**src/hdl/mips_defs.svh**
```systemverilog
`ifndef MIPS_DEFS_SVH
`define MIPS_DEFS_SVH

//////////////////////////////////////////////////
// Load and store primary opcodes
//////////////////////////////////////////////////

`define EXE_LB   6'b100000
`define EXE_LH   6'b100001
`define EXE_LW   6'b100011
`define EXE_LBU  6'b100100
`define EXE_LHU  6'b100101

`define EXE_SB   6'b101000
`define EXE_SH   6'b101001
`define EXE_SW   6'b101011

//////////////////////////////////////////////////
// CP0 exception codes
//////////////////////////////////////////////////

`define EXC_ADEL 5'd4   // Address error on load
`define EXC_ADES 5'd5   // Address error on store

//////////////////////////////////////////////////
// Data RAM geometry
//////////////////////////////////////////////////

`define RAM_AW    8
`define RAM_DEPTH (1 << `RAM_AW)

`endif

```
**src/hdl/mips_pkg.sv**
```systemverilog
`default_nettype none

`include "mips_defs.svh"

package mips_pkg;

    // Data and address word
    typedef logic [31:0] word_t;

    typedef logic [3:0]  byte_en_t;  // One bit per byte lane
    typedef logic [5:0]  opcode_t;   // instr[31:26]
    typedef logic [4:0]  reg_idx_t;
    typedef logic [4:0]  exccode_t;

    // Word index into data RAM
    typedef logic [`RAM_AW-1:0] ram_addr_t;

    // Width of a memory access
    typedef enum logic [1:0] {
        acc_none,
        acc_byte,
        acc_half,
        acc_word
    } access_e;

endpackage

`default_nettype wire

```
**src/hdl/mem_except.sv**
```systemverilog
`timescale 1ns/1ps
`default_nettype none

`include "mips_defs.svh"

module mem_except (
    input  logic                clk,
    input  logic                rst_n,
    input  logic                mem_valid,
    input  mips_pkg::word_t     addr,
    input  logic                addr_error_load,
    input  logic                addr_error_store,
    output logic                except_valid,
    output mips_pkg::word_t     bad_vaddr,
    output mips_pkg::exccode_t  exc_code
);

    logic take_exc;

    assign take_exc = mem_valid & (addr_error_load | addr_error_store);

    // One-cycle pulse
    always_ff @(posedge clk) begin
        if (!rst_n) begin
            except_valid <= 1'b0;
        end else begin
            except_valid <= take_exc;
        end
    end

    //////////////////////////////////////////////////
    // BadVAddr and cause, held until next exception
    //////////////////////////////////////////////////

    always_ff @(posedge clk) begin
        if (!rst_n) begin
            bad_vaddr <= '0;
            exc_code  <= '0;
        end else if (take_exc) begin
            bad_vaddr <= addr;
            exc_code  <= addr_error_load ? `EXC_ADEL : `EXC_ADES;
        end
    end

endmodule

`default_nettype wire

```
**config.mk**
```make
export PLATFORM = sky130hd
export DESIGN_NAME = mem_except
export DESIGN_NICKNAME = d
export VERILOG_FILES = /design/src/hdl/mips_pkg.sv /design/src/hdl/mem_except.sv
export VERILOG_INCLUDE_DIRS = /design/src /design/src/hdl
export SDC_FILE = /design/constraint.sdc
export NUM_CORES = 1
export LEC_CHECK = 0
export BUFFER_PORTS_ARGS = -buffer_cell sky130_fd_sc_hd__buf_2
export CELL_PAD_IN_SITES_DETAIL_PLACEMENT = 1
export CELL_PAD_IN_SITES_GLOBAL_PLACEMENT = 1
export CORE_UTILIZATION = 32
export CTS_BUF_LIST = sky130_fd_sc_hd__clkbuf_4 sky130_fd_sc_hd__clkbuf_8
export CTS_CLUSTER_SIZE = 16
export DETAILED_ROUTE_END_ITERATION = 10
export GPL_TIMING_DRIVEN = 1
export MAX_ROUTING_LAYER = met4
export PLACE_DENSITY_LB_ADDON = 0.15
export SKIP_CTS_REPAIR_TIMING = 1
export SYNTH_ARGS = -nofsm -noshare
export SYNTH_HDL_FRONTEND = slang
export SYNTH_SLANG_ARGS = --single-unit
```
**constraint.sdc**
```tcl
create_clock -name clk -period 1.3 [get_ports clk]
set_input_delay 0.26 -clock clk [delete_from_list [all_inputs] [get_ports clk]]
set_output_delay 0.26 -clock clk [all_outputs]
set_load 0.02 [all_outputs]
```
Yosys cells after proc, flatten, opt, wreduce, memory -nomap -nowiden
Index checks and enable logic that the tools add are counted.

word-level totals
  flip-flop bits (word level) = 38
  input bits = 37
  output and inout port bits = 38
  word-level logic and storage cells = 6

cells by class
  mux-type cells = 1
  bitwise operators = 2

operators with widths
  kind           number
  $and A1 B1 Y1  1
  $mux W1        1
  $or A1 B1 Y1   1

Longest topological paths before layout
  word-level depth = 2
  mapped depth = 4
  gate-level depth less buffers = 2

Worst setup path after synthesis
OpenSTA, ideal clock, no wires.

  path kind = input to register
  from = input addr_error_store
  to = register exc_code[2]
  setup time = 0.115 ns
  arrival time = 0.864 ns
  required time = 1.185 ns
  path slack = 0.322 ns
  stages on the path = 4
  path buffers = 2
  path through = o21a_1 -> buf_6 -> buf_6 -> o21a_1

between the ends
  longest elaborated chain between the ends = 2

RTL lines
  what                  line              RTL
  start, declared       mem_except.sv:12  input logic addr_error_store,
  $or A1 B1 Y1          mem_except.sv:20  assign take_exc = mem_valid & (addr_error_load | addr_error_store);
  $and A1 B1 Y1         mem_except.sv:20
  end signal, assigned  mem_except.sv:41  exc_code <= addr_error_load ? `EXC_ADEL : `EXC_ADES;
  end, declared         mem_except.sv:15  output mips_pkg::exccode_t exc_code

No other way between the ends.
A chain may end at the register's enable or synchronous reset.

Worst setup path in the final report
  from = register bad_vaddr[25]
  to = output bad_vaddr[25]

RTL lines
  what                    line              RTL
  start, declared         mem_except.sv:14  output mips_pkg::word_t bad_vaddr,
  start signal, assigned  mem_except.sv:40  bad_vaddr <= addr;

No word-level cell between the ends.

==> summary.txt <==
Run status
  – Status: finished clean

Clocking
  – Worst skew pair latency: 0.28 ns
  – CTS Buffer Depth: 2
  – TritonCTS Buffers: 5
  – CTS tree: built
  – Reg clk slew, reported paths: 0.07 ns
  – CTS Sinks: 35
  – Root buffer cell: clkbuf_8
  – H-tree depth: 2

Synth
  – Sequential element share of the synthesized area: 0.496
  – Unique masters post-synth: 14
  – Post-Syn Area per Cell: 9.29 µm²
  – Yosys warns: 0
  – Synthesized area: 0.00141 mm²
  – Post-synth top area share: 0.496
  – Yosys top cell by area: dfxtp_1
  – Leading post-synthesis cells by cell area: dfxtp_1 50%, mux2i_1 23%, nand2_1 17%
  – Synthesized flop and latch total: 35
  – Cells after synthesis: 152

Detailed routing
  – Post-route ant nets: 0
  – Remaining DRCs: 0
  – DR vias: 1231
  – Drt pass-1 iters: 4
  – Drt wl/cell: 12.1 µm
  – WL final: 3310 µm
  – Via/cell ratio: 4.51
  – DR iter-0 viols: 68

Power and ir drop
  – Maximum vdd drop: 0.000520 V
  – Total power: 2.44 mW
  – Power per standard cell area: 1290 mW/mm²
  – Static Leakage: 0.976 nW

Setup path
  – Critical Path End Type: primary output
  – Path depth of the worst reg2reg path: 2
  – Req. time, crit path: 1.04 ns
  – CP Buf/Inv Count: 1
  – Critical path's top delay family: flip-flops
  – Setup Crit Path Kind: flop to primary output
  – Worst path arrival time: 0.79 ns
  – Peak per-stage delay on the critical path: 0.34 ns
  – Critical path's slowest cell: dfxtp_1
  – CP Launch Type: flop
  – Worst Path Max Fanout: 2
  – Worst path cell trace: buf_2
  – WP depth: 1

Floorplanning
  – Die height: 68.4 µm
  – Die X: 68.4 µm
  – Num rows: 23
  – Starting Density: 0.343
  – Num ports: 75
  – Core area: 0.00412 mm²
  – Die footprint: 0.00468 mm²

Timing
  – Setup TNS: 0 ns
  – Fin crit period: 1.05 ns
  – Final slew viol count: 0
  – RSZ-0062 raised after global routing: false
  – Hold WS: 0.170 ns
  – Final hold vios: 0
  – Max Freq: 951 MHz
  – Final setup skew: 0 ns
  – Tcrit/Tclk final: 0.809
  – Setup violators final: 0

Layout
  – Final net count: 259
  – Final core area utilization: 0.459
  – Fraction of layout cells with a size suffix above 1: 0.377
  – Area grow syn2layout: 33.8%
  – Filler Cells Inserted: 518
  – N_diodes: 0

Placed design
  – Hpwl dp: 2500 µm
  – Port bufs: 71
  – GP Congestion: 0.616

Global routing
  – First-pass GRT wire length: 4950 µm
  – Initial antenna violation count: 0
  – Grt ovf: 0
  – GRT Resource Usage Total: 0.153
  – Largest net degree at the start of global routing: 68
  – Vias in the first global route: 1128

Hold path
  – Worst hold path type: input pin to flop
  – Hold Crit Depth: 2

Job
  – Max Cap Viol: 0
==> placed cells by master (no fill, tap or decap) <==
master / instances
a211oi_1: 1
a21oi_1: 1
and2_1: 1
buf_12: 2
buf_2: 71
buf_4: 2
clkbuf_4: 1
clkbuf_8: 7
conb_1: 3
dfxtp_1: 35
inv_1: 1
mux2i_1: 32
nand2_1: 64
o21a_1: 1
o21a_2: 1
==> through the flow <==
stage | std cells | instance area (µm²) | setup slack, ns
after floorplan | 154 | 1420 | 0.322
after global placement | 265 | 1780 | 0.149
after detailed placement | 265 | 1780 | 0.0511
after CTS | 273 | 1890 | 0.230
after global routing | 273 | 1890 | 0.196
final | 273 | 1890 | 0.248
==> layer usage <==
metal  vias to the layer above  track usage  wire (µm)
li1                        620            -          -
met1                       559        0.160       1400
met2                        47        0.257       1640
met3                         5       0.0500        223
met4                         0       0.0703         38
met5                         -            -          0
==> path summary, 6_finish.rpt <==
kind / start / to / slack (ns)
setup / recovery: bad_vaddr[25] / bad_vaddr[25] / 0.25
hold reg to reg: bad_vaddr[17] / bad_vaddr[17] / 0.46
setup reg to reg: exc_code[0] / exc_code[0] / 0.65
hold / removal: addr_error_load / exc_code[0] / 0.17
==> cell usage after synthesis (all sizes together) <==
library cell  instances
nand2                64
dfxtp                35
mux2i                32
buf                  11
clkbuf                3
o21a                  2
a211oi                1
a21oi                 1
and2                  1
conb                  1
inv                   1
==> cell families (layout without fill, tap and decap cells) <==
family | after synthesis | in the layout | synth area share
other | 1 | 3 | 0.00266
flip-flops | 35 | 35 | 0.496
AND/OR/NAND/NOR | 65 | 65 | 0.175
AO/OA/AOI/OAI | 4 | 4 | 0.0195
multiplexers | 32 | 32 | 0.227
buffers and inverters | 15 | 84 | 0.0798
==> power breakdown <==
part | internal (mW) | switching [mW] | total, mW
sequential | 1.14 | 0.0332 | 1.17
clock | 0.504 | 0.358 | 0.862
combinational | 0.166 | 0.235 | 0.401
total | 1.81 | 0.626 | 2.44
==> area by class of cell <==
class	count	area, µm²	area share
clock buffer	8	104	0.0550
multi-input combinational	104	607	0.321
inverter	1	3.75	0.00199
timing repair buffer	75	410	0.217
sequential	35	701	0.371
tap	50	62.6	0.0331
==> state kept, by name (all words and copies together) (netlist names) <==
name,count
except_valid,1
exc_code,2
bad_vaddr,32
Power figures use the tool's default switching activity.
