## src/hdl/mips_defs.svh

```systemverilog
`ifndef MIPS_DEFS_SVH
`define MIPS_DEFS_SVH

//////////////////////////////////////////////////
// Load and store primary opcodes
//////////////////////////////////////////////////

`define EXE_LB   6'b100000
`define EXE_LH   6'b100001
`define EXE_LW   6'b100011
`define EXE_LBU  6'b100100
`define EXE_LHU  6'b100101

`define EXE_SB   6'b101000
`define EXE_SH   6'b101001
`define EXE_SW   6'b101011

//////////////////////////////////////////////////
// CP0 exception codes
//////////////////////////////////////////////////

`define EXC_ADEL 5'd4   // Address error on load
`define EXC_ADES 5'd5   // Address error on store

//////////////////////////////////////////////////
// Data RAM geometry
//////////////////////////////////////////////////

`define RAM_AW    8
`define RAM_DEPTH (1 << `RAM_AW)

`endif

```

## src/hdl/mips_pkg.sv

```systemverilog
`default_nettype none

`include "mips_defs.svh"

package mips_pkg;

    // Data and address word
    typedef logic [31:0] word_t;

    typedef logic [3:0]  byte_en_t;  // One bit per byte lane
    typedef logic [5:0]  opcode_t;   // instr[31:26]
    typedef logic [4:0]  reg_idx_t;
    typedef logic [4:0]  exccode_t;

    // Word index into data RAM
    typedef logic [`RAM_AW-1:0] ram_addr_t;

    // Width of a memory access
    typedef enum logic [1:0] {
        acc_none,
        acc_byte,
        acc_half,
        acc_word
    } access_e;

endpackage

`default_nettype wire

```

## src/hdl/mem_wb_reg.sv

```systemverilog
`timescale 1ns/1ps
`default_nettype none

module mem_wb_reg (
    input  logic               clk,
    input  logic               rst_n,
    input  logic               mem_valid,
    input  logic               load_en,
    input  mips_pkg::reg_idx_t dest_reg,
    input  mips_pkg::word_t    load_data,
    output logic               wb_valid,
    output mips_pkg::reg_idx_t wb_reg,
    output mips_pkg::word_t    wb_data
);

    logic do_wb;

    // $zero is never written
    assign do_wb = mem_valid & load_en & (dest_reg != 5'd0);

    always_ff @(posedge clk) begin
        if (!rst_n) begin
            wb_valid <= 1'b0;
        end else begin
            wb_valid <= do_wb;
        end
    end

    //////////////////////////////////////////////////
    // Payload, stable between loads
    //////////////////////////////////////////////////

    always_ff @(posedge clk) begin
        if (!rst_n) begin
            wb_reg  <= '0;
            wb_data <= '0;
        end else if (do_wb) begin
            wb_reg  <= dest_reg;
            wb_data <= load_data;
        end
    end

endmodule

`default_nettype wire

```

## config.mk

```make
export PLATFORM = sky130hd
export DESIGN_NAME = mem_wb_reg
export DESIGN_NICKNAME = d
export VERILOG_FILES = /design/src/hdl/mips_pkg.sv /design/src/hdl/mem_wb_reg.sv
export VERILOG_INCLUDE_DIRS = /design/src /design/src/hdl
export SDC_FILE = /design/constraint.sdc
export NUM_CORES = 1
export LEC_CHECK = 0
export BUFFER_PORTS_ARGS = -buffer_cell sky130_fd_sc_hd__buf_2
export CORE_UTILIZATION = 45
export DETAILED_ROUTE_END_ITERATION = 7
export PLACE_DENSITY = 0.78
export SYNTH_ARGS = -nofsm -noshare
export SYNTH_HDL_FRONTEND = slang
export SYNTH_SLANG_ARGS = --single-unit
```

## constraint.sdc

```tcl
create_clock -name clk -period 0.9 [get_ports clk]
set_input_delay 0.045 -clock clk [delete_from_list [all_inputs] [get_ports clk]]
set_output_delay 0.045 -clock clk [all_outputs]
set_load 0.1 [all_outputs]
```

# Word level (Yosys, flattened, before mapping)
# Index checks and enable logic that the tools add are counted.
# W data, S select, Z words.
# classes
reduce_logical,1
bitwise,2
# op_table
cell,count
$reduce_bool A5 Y1,1
$and A1 B1 Y1,2
# totals
register_bits,38
wordCells,6
inputBits,41
out_inout_bits,38

# Logic depth before layout (Yosys ltp)
# Gate-level depths: netlist of the first run.
# depth
ltp_word,2
depth_mapped,5
mapped_depth_nobuf,3

# Worst setup path before layout of the first run
# No wires, ideal clock.
# synth_path
path_type,reg-to-reg
start,reg wb_reg[0] (netlist name)
end,reg wb_reg[0]
slack_ps,-438
t_arrival_ps,1263
path_stages_with_launch,3
t_required_ps,824
path_cell_list,dfxtp_1 o21ai_0 a21boi_0
# synth_lines
element,line_no,rtl
end signal: assignment,mem_wb_reg.sv:38,wb_reg <= dest_reg;
end: declaration,mem_wb_reg.sv:12,"output mips_pkg::reg_idx_t wb_reg,"

# Worst setup path after layout of the first run
# layout_path
start,reg wb_data[10]
end,out wb_data[10]
# layout_lines
element,line_no,rtl
start: declaration,mem_wb_reg.sv:13,output mips_pkg::word_t wb_data
start signal: assignment,mem_wb_reg.sv:39,wb_data <= load_data;
# No word-level cell between the ends.

==> metrics.txt, run 1 <==
mean post-synth cell area 8.430 um2; pwr dens 1416 nW/um2; Yosys cell types 16; Slowest-stage cell, CP dfxtp_4; # clock sinks 38; Core Rows 25; crit path from wb_data[10]; Die Span X 72.19 um; DR WL/cell 17.81 um; grt ovf 0; leading area contributor after synthesis dfxtp_1; skew final 0 ns; dpl hpwl 4256 um; Seq cells post-synth 38; cell family with most CP delay flip-flops; initial DRC count 313; via count 2618; worst flop-to-flop path endpoint wb_data[13]; total routed wirelength 7054 um; Bufs and invs on worst path 1; commonest non-fill, non-tap cell in the layout nand4b_1; H-tree depth 2; synthesized instance count 263; Syn Nets 304; top-area cell type share of the netlist area 34.31%; vias in the first global route 2153; Crit Path Max Fanout 3; Critical path destination wb_data[10]; Worst R2R Start wb_data[13]; Setup violations, final 0; Worst-Skew Late Latency 0.29 ns; startpoint types flip-flop; final worst-path cycle share 99.25%; Largest register FFs 32; outcome completed; number of max-cap violations 0; Initial Utilization 46.94%; worst hold-check path type in2reg; met1 WL 2816 um; critical path depth in cells 1; core area 4723 um2; initial antenna violation count 0; ant diodes 0; Max Freq 1.119 GHz; Top-Level Pins 79; chip height 72.19 um; Worst slew margin 82.18%; Via density 6.611; peak supply drop 0.8023 mV; clk buf depth 2; DR WL met2 3636 um; register area 900.9 um2; main area contributors after synthesis dfxtp_1 34%, nand4b_1 26%, nand4_1 18%; r2r setup slk 0.13 ns; largest net degree at the start of global routing 73; Post-Syn Area 2217 um2; final instance area 3603 um2; Nets 369; DIE AREA 5211 um2; max layer used met4; Syn-to-layout area delta 62.53%; Slew @ Worst Pin 0.2674 ns; PortBufs 78; Critical Path AT 0.85 ns; Yosys warning count 0; Final WS setup 0.006735 ns; Slowest Stage Delay on Critical Path 0.38 ns; DRC viols 0; Worst Hold Slack 0.01827 ns; Slew Limit Fails 0; fill cell count 330; layout cells sized above 1 43.77%; Crit. End Element output pin; All-Layer GR Usage 24.42%; leakage 1.315 nW; Cell Area, Placed 3457 um2; RSZ-0062 raised after global routing true; CTS Buf Count 5; Worst R2R Path Depth 3; WP data required 0.85 ns; DR pass1 iterations 4; Tmin final 0.8933 ns; Final GP Congestion 0.7499; pre-CTS WS -0.2652 ns; Crit Path Class reg2out; clock root cell clkbuf_8; first-pass GRT wire length 10110 um; Seq/Total Area, Yosys 34.31%; CP cell instances buf_12; met3 wire length 494 um; Final ANT Viol Nets 0; final hold vios 0; multi-input combinational cell area 1276 um2; clk slew on worst S/H paths 0.07 ns; most frequent cells in the layout 67 x nand4b_1, 64 x nand4_1, 47 x buf_12; CTS tree built
## worst min path at each step
stage | from | endpoint | slack [ns] | cells past startpoint
detailed placement | load_data[10] | wb_data[10] | 0.32 | 3
global placement | load_data[15] | wb_data[15] | 0.31 | 3
floorplan | dest_reg[3] | wb_reg[3] | 0.18 | 2
finish | load_data[27] | wb_data[27] | 0.02 | 3
CTS | load_data[10] | wb_data[10] | 0.007 | 3
global route | load_data[15] | wb_data[15] | 0.04 | 3
## cells by family after synthesis
family	count (synthesis)	synth area share, %
AND/OR/NAND/NOR	180	56.38
AO/OA/AOI/OAI	4	1.128
buffers and inverters	41	8.183
flip-flops	38	34.31
## metal layers
layer / global-route usage, % / vias to the layer above
met5: 0 / -
met4: 9.586 / 0
met3: 4.167 / 11
met2: 40.81 / 144
met1: 31.42 / 1261
li1: - / 1202
## synthesized netlist by cell type, drive strengths merged
library cell	count
nand2b	1
clkbuf	29
nand4b	67
nand3	41
and3	1
o21ai	2
dfxtp	38
nand2	3
and2	1
nor4	2
buf	12
nand4	64
a21boi	2
## what timing repair did
item | 4_1_cts | 5_1_grt
gates resized for setup | 0 | 4
endpoints found under the setup margin | 0 | 43
buffers inserted | 0 | 2
hold buffers | 0 | 0
## per-stage QoR
stage / util (%) / setup TNS (ns) / std cells / total power (W)
5_1_grt: 76.29 / -0.05122 / 396 / 0.005253
2_1_floorplan: - / -0.7097 / 263 / 0.003135
3_5_place_dp: 73.19 / -8.633 / 383 / 0.003965
3_3_place_gp: 73.19 / -7.668 / 383 / 0.003926
4_1_cts: 74.89 / 0 / 391 / 0.005099
6_report: 76.29 / 0 / 396 / 0.005102
## layout make-up
type / instances / area share (%)
Timing Repair Buffer: 99 / 35.03
Multi-Input combinational cell: 184 / 35.42
Sequential cell: 38 / 25.00
Tap cell: 67 / 2.326
Clock buffer: 8 / 2.222
## where the power goes
| group | leakage [nW] | switching, W | total (W) | internal (W) |
|---|---|---|---|---|
| clock | 0.0395 | 0.000587 | 0.00114 | 0.000551 |
| combinational | 0.937 | 0.00128 | 0.00202 | 0.000742 |
| sequential | 0.338 | 0.000162 | 0.00194 | 0.00178 |
Power figures use the tool's default switching activity.
==> run 2: changes to the inputs <==
==> constraint.sdc (replaced) <==
create_clock -name clk -period 0.9 [get_ports clk]
set_input_delay 0.135 -clock clk [delete_from_list [all_inputs] [get_ports clk]]
set_output_delay 0.135 -clock clk [all_outputs]
set_load 0.1 [all_outputs]
==> metrics.txt, run 2 (synthesized netlist as in run 1, its figures left out) <==
CTS Buf Count 5 (unchanged); clk buf depth 2 (unchanged); commonest non-fill, non-tap cell in the layout nand4b_1; DR WL/cell 18.80 um (+5.6%); RSZ-0062 raised after global routing true; vias in the first global route 2448 (+14%); Slowest Stage Delay on Critical Path 0.38 ns (about the same); WP data required 0.76 ns (-0.09 ns); Top-Level Pins 79 (unchanged); first-pass GRT wire length 11180 um (+11%); worst hold-check path type in2reg; Core Rows 25 (unchanged); Slew Limit Fails 0 (unchanged); Slowest-stage cell, CP dfxtp_4; startpoint types flip-flop; Max Freq 1.023 GHz (-8.7%); CTS tree built; critical path depth in cells 1 (unchanged); H-tree depth 2 (unchanged); Critical Path AT 0.84 ns (about the same); grt peak-use layer met2; clock root cell clkbuf_8; cell family with most CP delay flip-flops; failing checks setup timing; Final GP Congestion 0.8581 (+14%); PortBufs 78 (unchanged); Hold Crit Depth 3 (unchanged); Final WS setup -0.07787 ns (-0.08461 ns); final hold vios 0 (unchanged); Nets 407 (+10%); Syn-to-layout area delta 76.30%; setup_tns -3.106 ns (-3.106 ns); CP cell instances buf_12; Crit Path Class reg2out; All-Layer GR Usage 27.07% (+2.6 points); Worst Hold Slack 0.1115 ns (+0.09327 ns); largest net degree at the start of global routing 60 (-18%); Power Total 0.005596 W (+9.7%); Crit. End Element output pin; core area 4723 um2 (unchanged); non-filler cells, final 434 (+9.6%); DR pass1 iterations 5 (+1); clk slew on worst S/H paths 0.08 ns (about the same); pwr dens 1432 nW/um2 (+1.1%); Tmin final 0.9779 ns (+0.08461 ns); Initial Utilization 46.94% (unchanged); most frequent cells in the layout 67 x nand4b_1, 64 x nand4_1, 47 x buf_12, 47 x buf_4, 41 x nand3_1; Via density 6.627 (+0.24%); number of max-cap violations 0 (unchanged); Inst Count DP 388 (+1.3%); grt ovf 0 (unchanged); dpl hpwl 4329 um (+1.7%); Worst R2R Path Depth 3 (unchanged); Slew @ Worst Pin 0.2485 ns (-0.01891 ns); pre-CTS WS -0.3526 ns (-0.08734 ns); grt met2 use 45.48% (+4.7 points); Die Span X 72.19 um (unchanged); Largest register FFs 32 (unchanged); DRC viols 0 (unchanged); leakage 1.538 nW (+17%); outcome complete, but fails checks; chip height 72.19 um (unchanged); initial DRC count 363 (+16%); layout cells sized above 1 50.41% (+6.6 points); ant diodes 0 (unchanged); Final ANT Viol Nets 0 (unchanged); via count 2876 (+9.9%); Crit Path Max Fanout 2 (-1); skew final 0 ns (unchanged); final worst-path cycle share 108.7% (+9.4 points); # clock sinks 38 (unchanged); Setup violations, final 66 (+66); Hold-fix buffers, CTS 0 (unchanged); met3 Usage GRT 4.306% (+0.14 points); Worst slew margin 83.31% (+1.1 points); initial antenna violation count 0 (unchanged); total routed wirelength 8160 um (+16%); Worst-Skew Late Latency 0.29 ns (about the same); grt met1 use 33.19% (+1.8 points); peak supply drop 1.091 mV (+36%); DIE AREA 5211 um2 (unchanged); Bufs and invs on worst path 1 (unchanged)
## run 2: cell count changes in the layout (fill, tap and decap cells not counted), moves of 2 or more
cell and delta:
dfxtp_4 -16, buf_4 +38, clkbuf_1 -3, buf_2 -2
clkbuf_8 +3, dfxtp_2 +16
## run 2: worst paths after layout
check,slack [ns],from,end
hold reg to reg,0.50,wb_reg[0],wb_reg[0]
setup / recovery,-0.08,wb_data[14],wb_data[14]
hold / removal,0.11,load_data[14],wb_data[14]
setup reg to reg,0.07,wb_data[23],wb_data[23]
## run 2: final cells by class
cell class,instances,area [um2]
repair buffers,137,1578
multi-input cells,184,1276
flip-flops and latches,38,860.8
fillers,266,814.5
clock buffers,8,110.1
well taps,67,83.83
## run 2: routing by layer
| metal | up-vias | wire (um) | part of all wire, % |
|---|---|---|---|
| met5 | - | 0 | 0 |
| met4 | 0 | 265 | 3.2 |
| met3 | 29 | 625 | 7.7 |
| met2 | 185 | 4021 | 49 |
| met1 | 1385 | 3248 | 40 |
| li1 | 1277 | - | - |
## run 2: power by group
| group | total (W) | switching (W) | internal, W |
|---|---|---|---|
| sequential | 0.00194 | 0.000138 | 0.00180 |
| clock | 0.00141 | 0.000638 | 0.000775 |
| combinational | 0.00224 | 0.00137 | 0.000879 |
## run 2: metrics by stage
step	util, %	instance area [um2]
CTS	80.13	3785
floorplan	-	2271
global placement	71.81	3392
detailed placement	71.81	3392
finish	82.76	3909
global route	82.76	3909
## run 2: timing repair
item	CTS	global route
endpoints found under the setup margin	67	67
cloned	0	4
setup buffers	31	3
resized for setup	19	13
pin swaps	0	1
