$ cat src/hdl/mips_defs.svh
`ifndef MIPS_DEFS_SVH
`define MIPS_DEFS_SVH

//////////////////////////////////////////////////
// Load and store primary opcodes
//////////////////////////////////////////////////

`define EXE_LB   6'b100000
`define EXE_LH   6'b100001
`define EXE_LW   6'b100011
`define EXE_LBU  6'b100100
`define EXE_LHU  6'b100101

`define EXE_SB   6'b101000
`define EXE_SH   6'b101001
`define EXE_SW   6'b101011

//////////////////////////////////////////////////
// CP0 exception codes
//////////////////////////////////////////////////

`define EXC_ADEL 5'd4   // Address error on load
`define EXC_ADES 5'd5   // Address error on store

//////////////////////////////////////////////////
// Data RAM geometry
//////////////////////////////////////////////////

`define RAM_AW    8
`define RAM_DEPTH (1 << `RAM_AW)

`endif

$ cat src/hdl/mips_pkg.sv
`default_nettype none

`include "mips_defs.svh"

package mips_pkg;

    // Data and address word
    typedef logic [31:0] word_t;

    typedef logic [3:0]  byte_en_t;  // One bit per byte lane
    typedef logic [5:0]  opcode_t;   // instr[31:26]
    typedef logic [4:0]  reg_idx_t;
    typedef logic [4:0]  exccode_t;

    // Word index into data RAM
    typedef logic [`RAM_AW-1:0] ram_addr_t;

    // Width of a memory access
    typedef enum logic [1:0] {
        acc_none,
        acc_byte,
        acc_half,
        acc_word
    } access_e;

endpackage

`default_nettype wire

$ cat src/hdl/mem_ctrl.sv
`timescale 1ns/1ps
`default_nettype none

`include "mips_defs.svh"

module mem_ctrl (
    input  mips_pkg::word_t    instr,
    input  mips_pkg::word_t    addr,
    input  mips_pkg::word_t    store_data,
    input  mips_pkg::word_t    ram_rdata,
    output mips_pkg::word_t    ram_wdata,
    output mips_pkg::byte_en_t ram_byte_en,
    output mips_pkg::word_t    load_data,
    output logic               load_en,
    output mips_pkg::reg_idx_t dest_reg,
    output logic               addr_error_load,
    output logic               addr_error_store
);

    mips_pkg::opcode_t op;
    mips_pkg::access_e size;
    logic              is_load;
    logic              is_store;
    logic              is_signed;
    logic [1:0]        offset;      // Byte offset in word
    logic              misaligned;
    logic [7:0]        sel_byte;
    logic [15:0]       sel_half;

    assign op       = instr[31:26];
    assign offset   = addr[1:0];
    assign dest_reg = instr[20:16];  // rt

    //////////////////////////////////////////////////
    // Opcode decode
    //////////////////////////////////////////////////

    always_comb begin
        size      = mips_pkg::acc_none;
        is_load   = 1'b0;
        is_store  = 1'b0;
        is_signed = 1'b0;
        case (op)
            `EXE_LB, `EXE_LBU: begin
                size      = mips_pkg::acc_byte;
                is_load   = 1'b1;
                is_signed = (op == `EXE_LB);
            end
            `EXE_LH, `EXE_LHU: begin
                size      = mips_pkg::acc_half;
                is_load   = 1'b1;
                is_signed = (op == `EXE_LH);
            end
            `EXE_LW: begin
                size    = mips_pkg::acc_word;
                is_load = 1'b1;
            end
            `EXE_SB: begin
                size     = mips_pkg::acc_byte;
                is_store = 1'b1;
            end
            `EXE_SH: begin
                size     = mips_pkg::acc_half;
                is_store = 1'b1;
            end
            `EXE_SW: begin
                size     = mips_pkg::acc_word;
                is_store = 1'b1;
            end
            default: ;  // Not a memory op
        endcase
    end

    // Halfwords on even bytes, words on word boundaries
    always_comb begin
        case (size)
            mips_pkg::acc_half: misaligned = offset[0];
            mips_pkg::acc_word: misaligned = (offset != 2'b00);
            default:            misaligned = 1'b0;
        endcase
    end

    assign addr_error_load  = is_load & misaligned;
    assign addr_error_store = is_store & misaligned;
    assign load_en          = is_load & ~misaligned;

    //////////////////////////////////////////////////
    // Store lanes
    //////////////////////////////////////////////////

    always_comb begin
        ram_byte_en = 4'b0000;
        ram_wdata   = store_data;
        case (size)
            mips_pkg::acc_byte: begin
                ram_byte_en = 4'b0001 << offset;
                ram_wdata   = {4{store_data[7:0]}};
            end
            mips_pkg::acc_half: begin
                ram_byte_en = offset[1] ? 4'b1100 : 4'b0011;
                ram_wdata   = {2{store_data[15:0]}};
            end
            mips_pkg::acc_word: ram_byte_en = 4'b1111;
            default:            ram_byte_en = 4'b0000;
        endcase
        if (!is_store || misaligned)
            ram_byte_en = 4'b0000;  // No write on loads or errors
    end

    //////////////////////////////////////////////////
    // Load select and extend
    //////////////////////////////////////////////////

    always_comb begin
        case (offset)
            2'd0:    sel_byte = ram_rdata[7:0];
            2'd1:    sel_byte = ram_rdata[15:8];
            2'd2:    sel_byte = ram_rdata[23:16];
            default: sel_byte = ram_rdata[31:24];
        endcase
        sel_half = offset[1] ? ram_rdata[31:16] : ram_rdata[15:0];

        case (size)
            mips_pkg::acc_byte: load_data = {{24{is_signed & sel_byte[7]}}, sel_byte};
            mips_pkg::acc_half: load_data = {{16{is_signed & sel_half[15]}}, sel_half};
            mips_pkg::acc_word: load_data = ram_rdata;
            default:            load_data = '0;
        endcase
        if (!is_load)
            load_data = '0;
    end

    // Raw opcode classes, loads 100xxx and stores 101xxx, size in op[1:0]
    always_comb begin
        assert final (!(addr_error_load && addr_error_store)
                      && (!addr_error_load || op[5:3] == 3'b100)
                      && (!addr_error_store || op[5:3] == 3'b101))
            else $error("mem_ctrl: address error flags %b%b for opcode %b",
                        addr_error_load, addr_error_store, op);
        assert final (ram_byte_en == 4'b0000
                      || (op[5:3] == 3'b101 && ram_byte_en[offset]
                          && ((op[1:0] == 2'b00 && size == mips_pkg::acc_byte
                               && $countones(ram_byte_en) == 1)
                           || (op[1:0] == 2'b01 && size == mips_pkg::acc_half
                               && !offset[0] && $countones(ram_byte_en) == 2)
                           || (op[1:0] == 2'b11 && size == mips_pkg::acc_word
                               && offset == 2'b00 && ram_byte_en == 4'b1111))))
            else $error("mem_ctrl: byte enables %b for non-aligned or non-store access",
                        ram_byte_en);
    end

endmodule

`default_nettype wire

$ cat config.mk
export PLATFORM = sky130hd
export DESIGN_NAME = mem_ctrl
export DESIGN_NICKNAME = d
export VERILOG_FILES = /design/src/hdl/mips_pkg.sv /design/src/hdl/mem_ctrl.sv
export VERILOG_INCLUDE_DIRS = /design/src /design/src/hdl
export SDC_FILE = /design/constraint.sdc
export NUM_CORES = 1
export LEC_CHECK = 0
export BUFFER_PORTS_ARGS = -buffer_cell sky130_fd_sc_hd__buf_2
export CORE_MARGIN = 10
export CORE_UTILIZATION = 33
export DETAILED_ROUTE_END_ITERATION = 7
export MAX_ROUTING_LAYER = met4
export PLACE_DENSITY = 0.9
export RECOVER_POWER = 50
export SYNTH_ARGS = -nofsm -noshare
export SYNTH_HDL_FRONTEND = slang
export SYNTH_SLANG_ARGS = --single-unit
$ cat constraint.sdc
create_clock -name vclk -period 2.54
set_input_delay 0.254 -clock vclk [all_inputs]
set_output_delay 0.254 -clock vclk [all_outputs]
set_load 0.02 [all_outputs]
# [After elaboration in Yosys (flattened, before gate mapping)]
# Cells that the tools add are included.
# W data, S select, Z words.
[totals] register_bits=0 output_inout_bits=76 mem_count=0 latchBits=0 mem_bits_rw=0 mem_bits_ro=0 word_cells=44
[classes] n_bitwise=6 n_mul=0 n_reduce_logical=11 n_eq_ne=13 div=0 mux=13 n_shift=1 order_cmp=0 add_sub_neg=0
[ops] cell="$pmux W32 S3" count=1
[ops] cell="$pmux W32 S2" count=1
[ops] cell="$eq A6 B6 Y1 const B" count=8
[ops] cell="$mux W32" count=1
[ops] cell="$pmux W8 S3" count=1
[ops] cell="$mux W16" count=1
[ops] cell="$pmux W4 S3" count=1
[ops] cell="$reduce_or A3 Y1" count=3
[ops] cell="$mux W4" count=2
[ops] cell="$eq A2 B2 Y1 const B" count=3
[ops] cell="$pmux W2 S3" count=1
[ops] cell="$reduce_or A2 Y1" count=3
[ops] cell="$and A1 B1 Y1" count=5
[ops] cell="$reduce_or A5 Y1" count=1
[ops] cell="$eq A2 B1 Y1 const B" count=2
[ops] cell="$pmux W1 S2" count=2
[ops] cell="$shl A1 B2 Y4 const A" count=1
[ops] cell="$logic_not A2 Y1" count=1
[ops] cell="$mux W1" count=2
[ops] cell="$reduce_bool A2 Y1" count=1
[ops] cell="$logic_not A1 Y1" count=1
[ops] cell="$logic_or A1 B1 Y1" count=1
[ops] cell="$not A1 Y1" count=1

# [Depth between registers and ports, before layout]
# Gate-level depths: netlist of run 1.
[depth] word_depth=7 mapped_depth=11 mapped_depth_nobuf=9

# [Worst setup path after synthesis of run 1]
# OpenSTA, ideal clock, no wires.
[synth_timing] path_kind="in2out" startpoint="input port instr[26]" endpoint="output port ram_byte_en[0]" n_path_buf=0 arrival_time_ns=2.080 required_time_ns=2.286 slack_ns=0.206 path_stages=9 path_cell_list="xor2_1 > nor2_1 > o21ai_0 > inv_1 > ha_1 > o21a_1 > o2111ai_2 > or3b_4 > a21oi_1"
[synth_via] elab_chain_cells=7 word_cells_on_any_way=22
[synth_rtl] element="start: declaration" line_no="mem_ctrl.sv:7" text="input mips_pkg::word_t instr,"
[synth_rtl] element="$eq A6 B6 Y1" line_no="mem_ctrl.sv:43" text="case (op)"
[synth_rtl] element="$reduce_or A3 Y1 (no source line) or $reduce_or A2 Y1 (tied branches)"
[synth_rtl] element="$pmux W2 S3" line_no="mem_ctrl.sv:43"
[synth_rtl] element="$eq A2 B2 Y1" line_no="mem_ctrl.sv:76, mem_ctrl.sv:94"
[synth_rtl] element="$pmux W1 S2" line_no="mem_ctrl.sv:76" text="case (size)"
[synth_rtl] element="$logic_or A1 B1 Y1" line_no="mem_ctrl.sv:106" text="if (!is_store || misaligned)"
[synth_rtl] element="$mux W4 (*)" line_no="mem_ctrl.sv:106"
[synth_rtl] element="end: declaration" line_no="mem_ctrl.sv:12" text="output mips_pkg::byte_en_t ram_byte_en,"
# Every way passes the cells marked *; elsewhere a longest branch is shown, timed or not.

# [Final worst setup path of run 1]
[layout_timing] startpoint="input port instr[27]" endpoint="output port ram_byte_en[0]"
# Same word-level chain as after synthesis.

==> tab_implementation.tex, run 1 <==
\begin{tabular}{lr}
\hline
Metric & Value \\
\hline
\multicolumn{2}{l}{\textbf{Run status}} \\
\quad Status & completed \\
\multicolumn{2}{l}{\textbf{Cells and area}} \\
\quad Relative area change from synthesis to final layout & 49.4\% \\
\quad Share of cells above drive strength 1 & 0.424 \\
\quad Count of inserted antenna diode cells & 0 \\
\quad Number of clock buffers in the layout & 0 \\
\quad Number of nets in the final layout & 504 \\
\quad Area occupied by multi-input gates & 0.00123 mm\^{}2 \\
\quad Layout fillers & 462 \\
\quad Layout sequential cell count & 0 \\
\quad Final Instance Area & 0.00221 mm\^{}2 \\
\quad Combined flip-flop and latch cell area & 0 um\^{}2 \\
\multicolumn{2}{l}{\textbf{Floorplanning}} \\
\quad Area inside the core boundary & 0.00435 mm\^{}2 \\
\quad Ports placed on the boundary & 204 \\
\quad Die X-Extent & 87 um \\
\quad Vertical extent of the die & 87 um \\
\quad Area of the die & 0.00757 mm\^{}2 \\
\quad Initial Utilization & 0.340 \\
\quad Placement row count & 24 \\
\multicolumn{2}{l}{\textbf{STA}} \\
\quad RSZ-0062 raised after global routing & no \\
\quad Max-slew violation count & 0 \\
\quad Min Tclk post-route & 2.41 ns \\
\quad Max-slew headroom & 0.627 \\
\quad Top achievable clock speed & 0.415 GHz \\
\quad Slack of the critical path & 0.133 ns \\
\quad Fin crit share & 0.948 \\
\quad Final-report setup violation count & 0 \\
\quad Count of final hold-check violations & 0 \\
\quad Worst slew pin tran & 0.559 ns \\
\multicolumn{2}{l}{\textbf{Logic synthesis}} \\
\quad Post-synthesis average cell area & 6.07 um\^{}2 \\
\quad Top-area cell type share of the netlist area & 0.159 \\
\quad Number of warnings reported in the yosys synthesis log & 0 \\
\quad Most area-consuming cells after synthesis & a21oi\_1, mux2i\_1, a22oi\_1, buf\_4, nor2\_1 \\
\quad Cell accounting for the most synthesized area & a21oi\_1 \\
\quad Post-synthesis cell type count & 35 \\
\quad Synthesized instance count & 244 \\
\quad Sequential cell area fraction in the yosys report & 0 \\
\quad Post-synthesis instance area & 0.00148 mm\^{}2 \\
\quad Most frequent cell after synthesis & a21oi\_1 \\
\quad Post-Synthesis Net Count & 376 \\
\quad Most frequent cells after synthesis & a21oi\_1, nor2\_1, nand2\_1 \\
\multicolumn{2}{l}{\textbf{Setup path}} \\
\quad Peak fanout along the critical path & 4 \\
\quad Most common cell type on the critical path & buf\_4 \\
\quad Family with the most delay on the worst path & simple AND/OR/NAND/NOR gates \\
\quad Worst-path cell with the longest stage delay & or3b\_4 \\
\quad Crit Path Class & input port to output pin \\
\quad Worst endpoint data arrival time & 2.15 ns \\
\quad Setup crit end kind & output pin \\
\quad Data required time at the worst endpoint & 2.29 ns \\
\quad Number of logic stages on the critical path including buffering & 10 \\
\quad Cells traversed along the worst timing path & buf\_2, buf\_4, nor3\_1, o21ai\_2, ha\_1, and2\_1, o2111ai\_2, or3b\_4, a21oi\_1, buf\_4 \\
\quad Kind of start point of the critical path & input port \\
\quad Buffering stage count on the worst path with inverters included & 3 \\
\quad Max incr delay on CP & 0.44 ns \\
\multicolumn{2}{l}{\textbf{Worst hold path}} \\
\quad Endpoint of the worst hold path & dest\_reg[4] \\
\quad Startpoint of the most critical hold path & instr[20] \\
\quad Hold Path Stages & 0 \\
\quad Hold Crit Class & input port to output pin \\
\multicolumn{2}{l}{\textbf{Power and ir drop}} \\
\quad Power density over the cells & 146 mW/mm\^{}2 \\
\quad Net Switching & 0.000196 W \\
\quad Switching share of power & 0.608 \\
\quad Combinational cell fraction of total power & 1.000 \\
\quad Tot Pwr & 0.000323 W \\
\quad Lkg Pwr & 1.08 nW \\
\quad Part of the power in registers & 0 \\
\quad Fraction of power consumed by the clock network & 0 \\
\quad Cell internal pwr & 0.000127 W \\
\quad Worst voltage drop across the vdd grid & 0.0667 mV \\
\multicolumn{2}{l}{\textbf{Placed design}} \\
\quad Instance area after placement & 0.00221 mm\^{}2 \\
\quad Number of port buffers & 143 \\
\quad DP Worst Slack & -0.0497 ns \\
\quad DP Wirelength & 5950 um \\
\quad Final weighted congestion in routability-driven placement & 0.892 \\
\multicolumn{2}{l}{\textbf{Flow run}} \\
\quad Number of max-cap violations & 0 \\
\multicolumn{2}{l}{\textbf{Route}} \\
\quad Antenna-violating nets left & 0 \\
\quad Per-cell via count in the routed design & 5.52 \\
\quad \# DRC & 0 \\
\quad Iter 0 DRT Violations & 160 \\
\quad Length of the first detailed-routing pass in iterations & 4 \\
\quad Vias after detailed routing & 2329 \\
\quad Routed WL per cell & 17.1 um \\
\quad Total wirelength of the detailed-routed design & 7210 um \\
\multicolumn{2}{l}{\textbf{Global routing}} \\
\quad Largest net degree at the start of global routing & 33 \\
\quad All-layer global routing usage & 0.167 \\
\quad Number of global-route vias before repair & 2140 \\
\quad Number of antenna violations at the first check in global routing & 0 \\
\quad Wire length of the first global-routing pass & 10500 um \\
\quad Total congestion overflow after global routing & 0 \\
\multicolumn{2}{l}{\textbf{Clock tree}} \\
\quad Post-CTS Hold Buffers & 0 \\
\hline
\end{tabular}
power by group through the flow:
stage	Clock, W	Sequential (W)	Combinational (W)
after floorplan	0	0	0.000196
after global placement	0	0	0.000315
after detailed placement	0	0	0.000324
after CTS	0	0	0.000325
after global routing	0	0	0.000348
final	0	0	0.000323
stage by stage:
step / util / hold slack, ns / setup TNS [ns] / cells
2_1_floorplan: - / 0.621 / 0 / 244
3_3_place_gp: 0.508 / 0.508 / -0.0119 / 421
3_5_place_dp: 0.508 / 0.508 / -0.109 / 421
4_1_cts: 0.508 / 0.508 / 0 / 421
5_1_grt: 0.508 / 0.508 / 0 / 422
6_report: 0.508 / 0.508 / 0 / 422
cells by family after synthesis:
family / synth area share
multiplexers: 0.115
adder cells (fa/ha/maj): 0.0338
AO/OA/AOI/OAI: 0.447
XOR/XNOR: 0.00591
AND/OR/NAND/NOR: 0.219
buffers and inverters: 0.180
layout make-up:
type	count	area share
multi-input combinational	195	0.558
timing repair buffer	161	0.389
tap	52	0.0294
inverter	14	0.0237
layer usage:
metal	track usage	part of all wire
met1	0.202	0.39
met2	0.273	0.49
met5	-	0
met3	0.0384	0.091
met4	0.0368	0.026
worst max-delay path by stage:
stage / startpoint / to
floorplan: instr[26] / ram_byte_en[0]
global placement: instr[27] / ram_byte_en[1]
detailed placement: instr[26] / ram_byte_en[0]
CTS: instr[27] / load_data[14]
global route: instr[26] / ram_byte_en[0]
finish: instr[27] / ram_byte_en[0]
layout by cell type, fill, tap and decap left out, drive strengths merged, types with 2 or more instances in the layout:
master and instances:
a21oi 57, a22o 8, a22oi 16, and2 4, buf 132, clkbuf 29, ha 4, inv 14
mux2i 17, nand2 27, nand2b 2, nand3 2, nor2 28, nor2b 4, o2111ai 2, o21ai 4
o22ai 9, or2 2
repair_timing:
action	in CTS	in global routing
buffers inserted	0	1
endpoints found under the setup margin	4	44
hold endpoints to repair	0	0
resized for setup	1	9
Power figures use the tool's default switching activity.
==> run 2: changes to the inputs <==
--- a/config.mk
+++ b/config.mk
@@ -7,11 +7,12 @@
 export NUM_CORES = 1
 export LEC_CHECK = 0
-export BUFFER_PORTS_ARGS = -buffer_cell sky130_fd_sc_hd__buf_2
 export CORE_MARGIN = 10
-export CORE_UTILIZATION = 33
+export CORE_UTILIZATION = 40
 export DETAILED_ROUTE_END_ITERATION = 7
+export DONT_BUFFER_PORTS = 1
 export MAX_ROUTING_LAYER = met4
-export PLACE_DENSITY = 0.9
+export PLACE_DENSITY = 0.58
 export RECOVER_POWER = 50
+export REMOVE_ABC_BUFFERS = 1
 export SYNTH_ARGS = -nofsm -noshare
 export SYNTH_HDL_FRONTEND = slang
==> constraint.sdc (replaced) <==
create_clock -name vclk -period 2.54
set_input_delay 0.127 -clock vclk [all_inputs]
set_output_delay 0.127 -clock vclk [all_outputs]
set_load 0.02 [all_outputs]
==> run 2 against run 1 <==
Via count down 24%. Setup slack better by 0.16 ns. Combinational power down 42%. Utilization down 5.9 points. Critical path depth unchanged. Count of clock-buffer cells in the layout unchanged. Worst hold slack worse by 0.25 ns. Non-clock buffer count down 118. Final cell count down 29%. Design area down 26%. Flip-flop and latch count unchanged. Critical path type unchanged. Largest power group unchanged.
==> tab_implementation.tex, run 2 (synthesized netlist as in run 1, its figures left out) <==
\begin{tabular}{lr}
\hline
Metric & Value \\
\hline
\multicolumn{2}{l}{\textbf{Run status}} \\
\quad Status & completed \\
\multicolumn{2}{l}{\textbf{Placed design}} \\
\quad DP Worst Slack & 0.312 ns (+0.361 ns) \\
\quad DP Wirelength & 4950 um (-17\%) \\
\quad Cells after DPL & 300 (-29\%) \\
\quad Number of port buffers & 0 (-100\%) \\
\quad Instance area after placement & 0.00165 mm\^{}2 (-25\%) \\
\quad Final weighted congestion in routability-driven placement & 0.771 (-13\%) \\
\multicolumn{2}{l}{\textbf{Setup path}} \\
\quad Buffering stage count on the worst path with inverters included & 3 (unchanged) \\
\quad Setup crit end kind & output pin \\
\quad Worst-path cell with the longest stage delay & a21o\_1 \\
\quad Cells traversed along the worst timing path & xor2\_1, nor2\_1, o21ai\_0, inv\_1, ha\_1, buf\_4, a21o\_1, a221oi\_1, nor2\_1, buf\_4 \\
\quad Max incr delay on CP & 0.36 ns (-0.08 ns) \\
\quad Worst endpoint data arrival time & 2.12 ns (-0.03 ns) \\
\quad Crit Path Class & input port to output pin \\
\quad Family with the most delay on the worst path & compound AO/OA/AOI/OAI gates \\
\quad Peak fanout along the critical path & 19 (+15) \\
\quad Kind of start point of the critical path & input port \\
\quad Data required time at the worst endpoint & 2.41 ns (+0.12 ns) \\
\multicolumn{2}{l}{\textbf{Global routing}} \\
\quad Number of global-route vias before repair & 1790 (-16\%) \\
\quad Total congestion overflow after global routing & 0 (unchanged) \\
\quad Largest net degree at the start of global routing & 33 (unchanged) \\
\quad Number of antenna violations at the first check in global routing & 0 (unchanged) \\
\quad All-layer global routing usage & 0.167 (about the same) \\
\quad Wire length of the first global-routing pass & 8980 um (-15\%) \\
\multicolumn{2}{l}{\textbf{Power and ir drop}} \\
\quad Power density over the cells & 115 mW/mm\^{}2 (-21\%) \\
\quad Tot Pwr & 0.000188 W (-42\%) \\
\quad Lkg Pwr & 0.637 nW (-41\%) \\
\quad Worst voltage drop across the vdd grid & 0.0408 mV (-39\%) \\
\multicolumn{2}{l}{\textbf{Route}} \\
\quad Vias after detailed routing & 1780 (-24\%) \\
\quad Total wirelength of the detailed-routed design & 6070 um (-16\%) \\
\quad Length of the first detailed-routing pass in iterations & 4 (unchanged) \\
\quad Routed WL per cell & 20.2 um (+18\%) \\
\quad \# DRC & 0 (unchanged) \\
\quad Iter 0 DRT Violations & 88 (-45\%) \\
\quad Antenna-violating nets left & 0 (unchanged) \\
\quad Per-cell via count in the routed design & 5.93 (+7.5\%) \\
\multicolumn{2}{l}{\textbf{Cells and area}} \\
\quad Relative area change from synthesis to final layout & 10.2\% \\
\quad Most common cell after layout, fill and taps aside & a21oi\_1 \\
\quad Number of nets in the final layout & 386 (-23\%) \\
\quad Combined flip-flop and latch cell area & 0 um\^{}2 (unchanged) \\
\quad Number of cells in the finished layout apart from fillers & 300 (-29\%) \\
\quad Count of inserted antenna diode cells & 0 (unchanged) \\
\quad Layout sequential cell count & 0 (unchanged) \\
\quad Area occupied by multi-input gates & 0.00121 mm\^{}2 (-1.6\%) \\
\quad Share of cells above drive strength 1 & 0.214 (-0.210) \\
\quad Commonest non-fill, non-tap cells in the layout & a21oi\_1, buf\_4, nor2\_1, nand2\_1, mux2i\_1 \\
\quad Final Instance Area & 0.00163 mm\^{}2 (-26\%) \\
\quad Layout fillers & 418 (-9.5\%) \\
\quad Number of clock buffers in the layout & 0 (unchanged) \\
\multicolumn{2}{l}{\textbf{STA}} \\
\quad Final-report setup violation count & 0 (unchanged) \\
\quad RSZ-0062 raised after global routing & no \\
\quad Max-slew violation count & 0 (unchanged) \\
\quad Max-slew headroom & 0.636 (+0.00900) \\
\quad Count of final hold-check violations & 0 (unchanged) \\
\quad Min Tclk post-route & 2.25 ns (-0.159 ns) \\
\quad Slack of the critical path & 0.292 ns (+0.159 ns) \\
\quad Worst slew pin tran & 0.543 ns (-0.0156 ns) \\
\quad Top achievable clock speed & 0.445 GHz (+7.1\%) \\
\quad Post-Route Setup TNS & 0 ns (unchanged) \\
\quad Fin crit share & 0.885 (-0.0628) \\
\multicolumn{2}{l}{\textbf{Flow run}} \\
\quad Number of max-cap violations & 0 (unchanged) \\
\multicolumn{2}{l}{\textbf{Floorplanning}} \\
\quad Ports placed on the boundary & 204 (unchanged) \\
\quad Die X-Extent & 80.9 um (-7.1\%) \\
\quad Initial Utilization & 0.408 (+0.0675) \\
\quad Area of the die & 0.00654 mm\^{}2 (-14\%) \\
\quad Area inside the core boundary & 0.00363 mm\^{}2 (-17\%) \\
\quad Vertical extent of the die & 80.9 um (-7.1\%) \\
\quad Placement row count & 22 (-8.3\%) \\
\multicolumn{2}{l}{\textbf{Clock tree}} \\
\quad Resized cells post-CTS & 0 (-1) \\
\quad Post-CTS Hold Buffers & 0 (unchanged) \\
\quad Setup fix buffers added after clock tree synthesis & 0 (unchanged) \\
\multicolumn{2}{l}{\textbf{Worst hold path}} \\
\quad Hold Crit Class & input port to output pin \\
\hline
\end{tabular}
run 2: cell count changes in the layout (fill, tap and decap cells not counted), sizes merged:
cell	previous run	this run
clkbuf	29	5
buf	132	38
run 2: worst paths after layout:
check | slack, ns | endpoint | cells after the start | from
setup / recovery | 0.29 | load_data[7] | 10 | instr[26]
hold / removal | 0.25 | ram_wdata[1] | 0 | store_data[1]
run 2: final cells by class:
cell class,count,area share
Timing Repair Buffer,43,0.187
Multi-Input combinational cell,195,0.744
Tap cell,48,0.0368
Inverter,14,0.0322
run 2: metal layers:
layer / GRT usage / routed length (um)
met1: 0.174 / 2220
met5: - / 0
met2: 0.305 / 3000
met3: 0.0673 / 857
met4: 0.00346 / 0
run 2: stage by stage:
stage | utilization | hold slack (ns)
after floorplan | - | 0.254
after global placement | 0.454 | 0.254
after detailed placement | 0.454 | 0.254
after CTS | 0.454 | 0.254
after global routing | 0.449 | 0.254
final | 0.449 | 0.254
run 2: power by group:
part	total (W)	internal (W)	switching, W
logic	0.000188	0.0000632	0.000124
registers	0	0	0
clock network	0	0	0
total	0.000188	0.0000632	0.000124
==> run 3: changes to the inputs <==
- ABC_AREA: unset -> 1
- SLEW_MARGIN: unset -> 20
==> run 3 against run 2 <==
Flip-flop and latch count is the same. First-iteration DRC count grew 130%. Routed wire length grew 23%. Critical path type unchanged. Maximum frequency grew 0.67%. Die area grew 12%. Worst hold slack is essentially flat. Final cell count grew 43%. Combinational power grew 19%. Design area grew 21%. Total power grew 19%. Highest routed layer is now met4.
==> tab_implementation.tex, run 3 <==
\begin{tabular}{lr}
\hline
Metric & Value \\
\hline
\multicolumn{2}{l}{\textbf{Run status}} \\
\quad Status & completed \\
\multicolumn{2}{l}{\textbf{Setup path}} \\
\quad Crit Path Class & input port to output pin \\
\quad Number of logic stages on the critical path including buffering & 12 (+2) \\
\quad Family with the most delay on the worst path & compound AO/OA/AOI/OAI gates \\
\quad Cells traversed along the worst timing path & inv\_1, nor2\_2, nand2\_1, nand2\_1, nand2\_1, inv\_1, ha\_1, inv\_2, o21ai\_4, a21oi\_1, a21oi\_2, buf\_4 \\
\quad Data required time at the worst endpoint & 2.41 ns (about the same) \\
\quad Peak fanout along the critical path & 17 (-2) \\
\quad Buffering stage count on the worst path with inverters included & 4 (+1) \\
\quad Worst endpoint data arrival time & 2.11 ns (about the same) \\
\quad Max incr delay on CP & 0.44 ns (+0.08 ns) \\
\quad Worst-path cell with the longest stage delay & o21ai\_4 \\
\quad Setup crit end kind & output pin \\
\quad Kind of start point of the critical path & input port \\
\quad Most common cell type on the critical path & nand2\_1 \\
\multicolumn{2}{l}{\textbf{Global routing}} \\
\quad Number of antenna violations at the first check in global routing & 0 (unchanged) \\
\quad Largest net degree at the start of global routing & 33 (unchanged) \\
\quad Number of global-route vias before repair & 2158 (+21\%) \\
\quad All-layer global routing usage & 0.189 (+0.0222) \\
\quad Wire length of the first global-routing pass & 11300 um (+26\%) \\
\quad Total congestion overflow after global routing & 0 (unchanged) \\
\multicolumn{2}{l}{\textbf{Cells and area}} \\
\quad Number of clock buffers in the layout & 0 (unchanged) \\
\quad Relative area change from synthesis to final layout & 15.3\% \\
\quad Layout fillers & 439 (+5.0\%) \\
\quad Layout sequential cell count & 0 (unchanged) \\
\quad Count of inserted antenna diode cells & 0 (unchanged) \\
\quad Share of cells above drive strength 1 & 0.192 (-0.0222) \\
\quad Final Instance Area & 0.00197 mm\^{}2 (+21\%) \\
\quad Number of nets in the final layout & 514 (+33\%) \\
\quad Combined flip-flop and latch cell area & 0 um\^{}2 (unchanged) \\
\quad Most common cell after layout, fill and taps aside & inv\_1 \\
\quad Commonest non-fill, non-tap cells in the layout & inv\_1, nand2\_1, buf\_4, nor2\_1, a21oi\_1 \\
\multicolumn{2}{l}{\textbf{STA}} \\
\quad Top achievable clock speed & 0.448 GHz (+0.67\%) \\
\quad Min Tclk post-route & 2.23 ns (-0.0150 ns) \\
\quad Post-Route Setup TNS & 0 ns (unchanged) \\
\quad Max-slew headroom & 0.665 (+0.0283) \\
\quad Fin crit share & 0.879 (-0.00590) \\
\quad Final-report setup violation count & 0 (unchanged) \\
\quad Count of final hold-check violations & 0 (unchanged) \\
\quad Worst slew pin tran & 0.503 ns (-0.0405 ns) \\
\quad Max-slew violation count & 0 (unchanged) \\
\quad RSZ-0062 raised after global routing & no \\
\multicolumn{2}{l}{\textbf{Logic synthesis}} \\
\quad Post-synthesis average cell area & 4.95 um\^{}2 (-19\%) \\
\quad Most frequent cells after synthesis & inv\_1, nand2\_1, nor2\_1 \\
\quad Synthesized instance count & 346 (+42\%) \\
\quad Number of warnings reported in the yosys synthesis log & 0 (unchanged) \\
\quad Most area-consuming cells after synthesis & inv\_1, nand2\_1, a21oi\_1, a21oi\_2, nor2\_1 \\
\quad Post-synthesis cell type count & 22 (-37\%) \\
\quad Most frequent cell after synthesis & inv\_1 \\
\quad Post-synthesis instance area & 0.00171 mm\^{}2 (+16\%) \\
\quad Cell accounting for the most synthesized area & inv\_1 \\
\quad Sequential cell area fraction in the yosys report & 0 (unchanged) \\
\quad Top-area cell type share of the netlist area & 0.160 (+0.00130) \\
\multicolumn{2}{l}{\textbf{Placed design}} \\
\quad DP Wirelength & 6180 um (+25\%) \\
\quad Final weighted congestion in routability-driven placement & 0.853 (+11\%) \\
\quad Number of port buffers & 0 (unchanged) \\
\quad Instance area after placement & 0.00206 mm\^{}2 (+25\%) \\
\multicolumn{2}{l}{\textbf{Power and ir drop}} \\
\quad Lkg Pwr & 1.05 nW (+65\%) \\
\quad Power density over the cells & 113 mW/mm\^{}2 (-1.6\%) \\
\quad Worst voltage drop across the vdd grid & 0.0996 mV (+140\%) \\
\multicolumn{2}{l}{\textbf{Route}} \\
\quad Iter 0 DRT Violations & 204 (+130\%) \\
\quad Antenna-violating nets left & 0 (unchanged) \\
\quad Per-cell via count in the routed design & 5.21 (-12\%) \\
\quad Vias after detailed routing & 2241 (+26\%) \\
\quad Length of the first detailed-routing pass in iterations & 4 (unchanged) \\
\quad \# DRC & 0 (unchanged) \\
\quad Routed WL per cell & 17.3 um (-14\%) \\
\quad Total wirelength of the detailed-routed design & 7450 um (+23\%) \\
\multicolumn{2}{l}{\textbf{Floorplanning}} \\
\quad Ports placed on the boundary & 204 (unchanged) \\
\quad Placement row count & 23 (+4.5\%) \\
\quad Area of the die & 0.00730 mm\^{}2 (+12\%) \\
\quad Initial Utilization & 0.422 (+0.0141) \\
\quad Area inside the core boundary & 0.00406 mm\^{}2 (+12\%) \\
\quad Die X-Extent & 85.4 um (+5.6\%) \\
\quad Vertical extent of the die & 85.4 um (+5.6\%) \\
\multicolumn{2}{l}{\textbf{Flow run}} \\
\quad Number of max-cap violations & 0 (unchanged) \\
\multicolumn{2}{l}{\textbf{Worst hold path}} \\
\quad Hold Crit Class & input port to output pin \\
\quad Hold Path Stages & 0 (unchanged) \\
\multicolumn{2}{l}{\textbf{Clock tree}} \\
\quad Post-CTS Hold Buffers & 0 (unchanged) \\
\quad Resized cells post-CTS & 0 (unchanged) \\
\quad Setup fix buffers added after clock tree synthesis & 0 (unchanged) \\
\hline
\end{tabular}
[run 3: cell count changes after synthesis, sizes merged, moves of 5 or more]
cell    change
a22o        -8
a22oi      -16
clkbuf      -5
inv        +63
mux2i      -17
nand2      +43
nand3      +11
nor2       +17
o21ai      +24
o22ai       +7
[run 3: logic make-up (layout without fill, tap and decap cells)]
group | after synthesis | in the layout | synth area share
buffers and inverters | 108 | 142 | 0.288
AOI/OAI and AO/OA | 102 | 102 | 0.362
adders and majority gates | 4 | 4 | 0.0292
and+or+nand+nor | 132 | 132 | 0.321
[run 3: area by class of cell]
type | instances | area, um^2 | area share
tap | 50 | 62.6 | 0.0317
inverter | 77 | 289 | 0.146
multi-input combinational | 238 | 1220 | 0.618
timing repair buffer | 65 | 403 | 0.204
[run 3: final timing paths]
path	start	end	slack, ns
min	instr[16]	dest_reg[0]	0.25
max	instr[31]	load_data[8]	0.31
[run 3: metrics by stage]
stage,hold slack [ns],util,worst slack (ns),power [W],instances
6_report,0.254,0.486,0.307,0.000223,430
5_1_grt,0.254,0.486,0.124,0.000248,430
4_1_cts,0.254,0.507,0.321,0.000254,430
3_5_place_dp,0.254,0.507,0.331,0.000253,430
3_3_place_gp,0.254,0.507,0.362,0.000249,430
2_1_floorplan,0.254,-,0.325,0.000164,315
[run 3: routing by layer]
metal,track usage,share of wire
met4,0.00299,0.0012
met5,-,0
met2,0.324,0.48
met3,0.0813,0.12
met1,0.211,0.40
[run 3: power by group]
part	internal [W]	total [W]	switching (W)
Sequential	0	0	0
Clock	0	0	0
Combinational	0.0000645	0.000223	0.000159
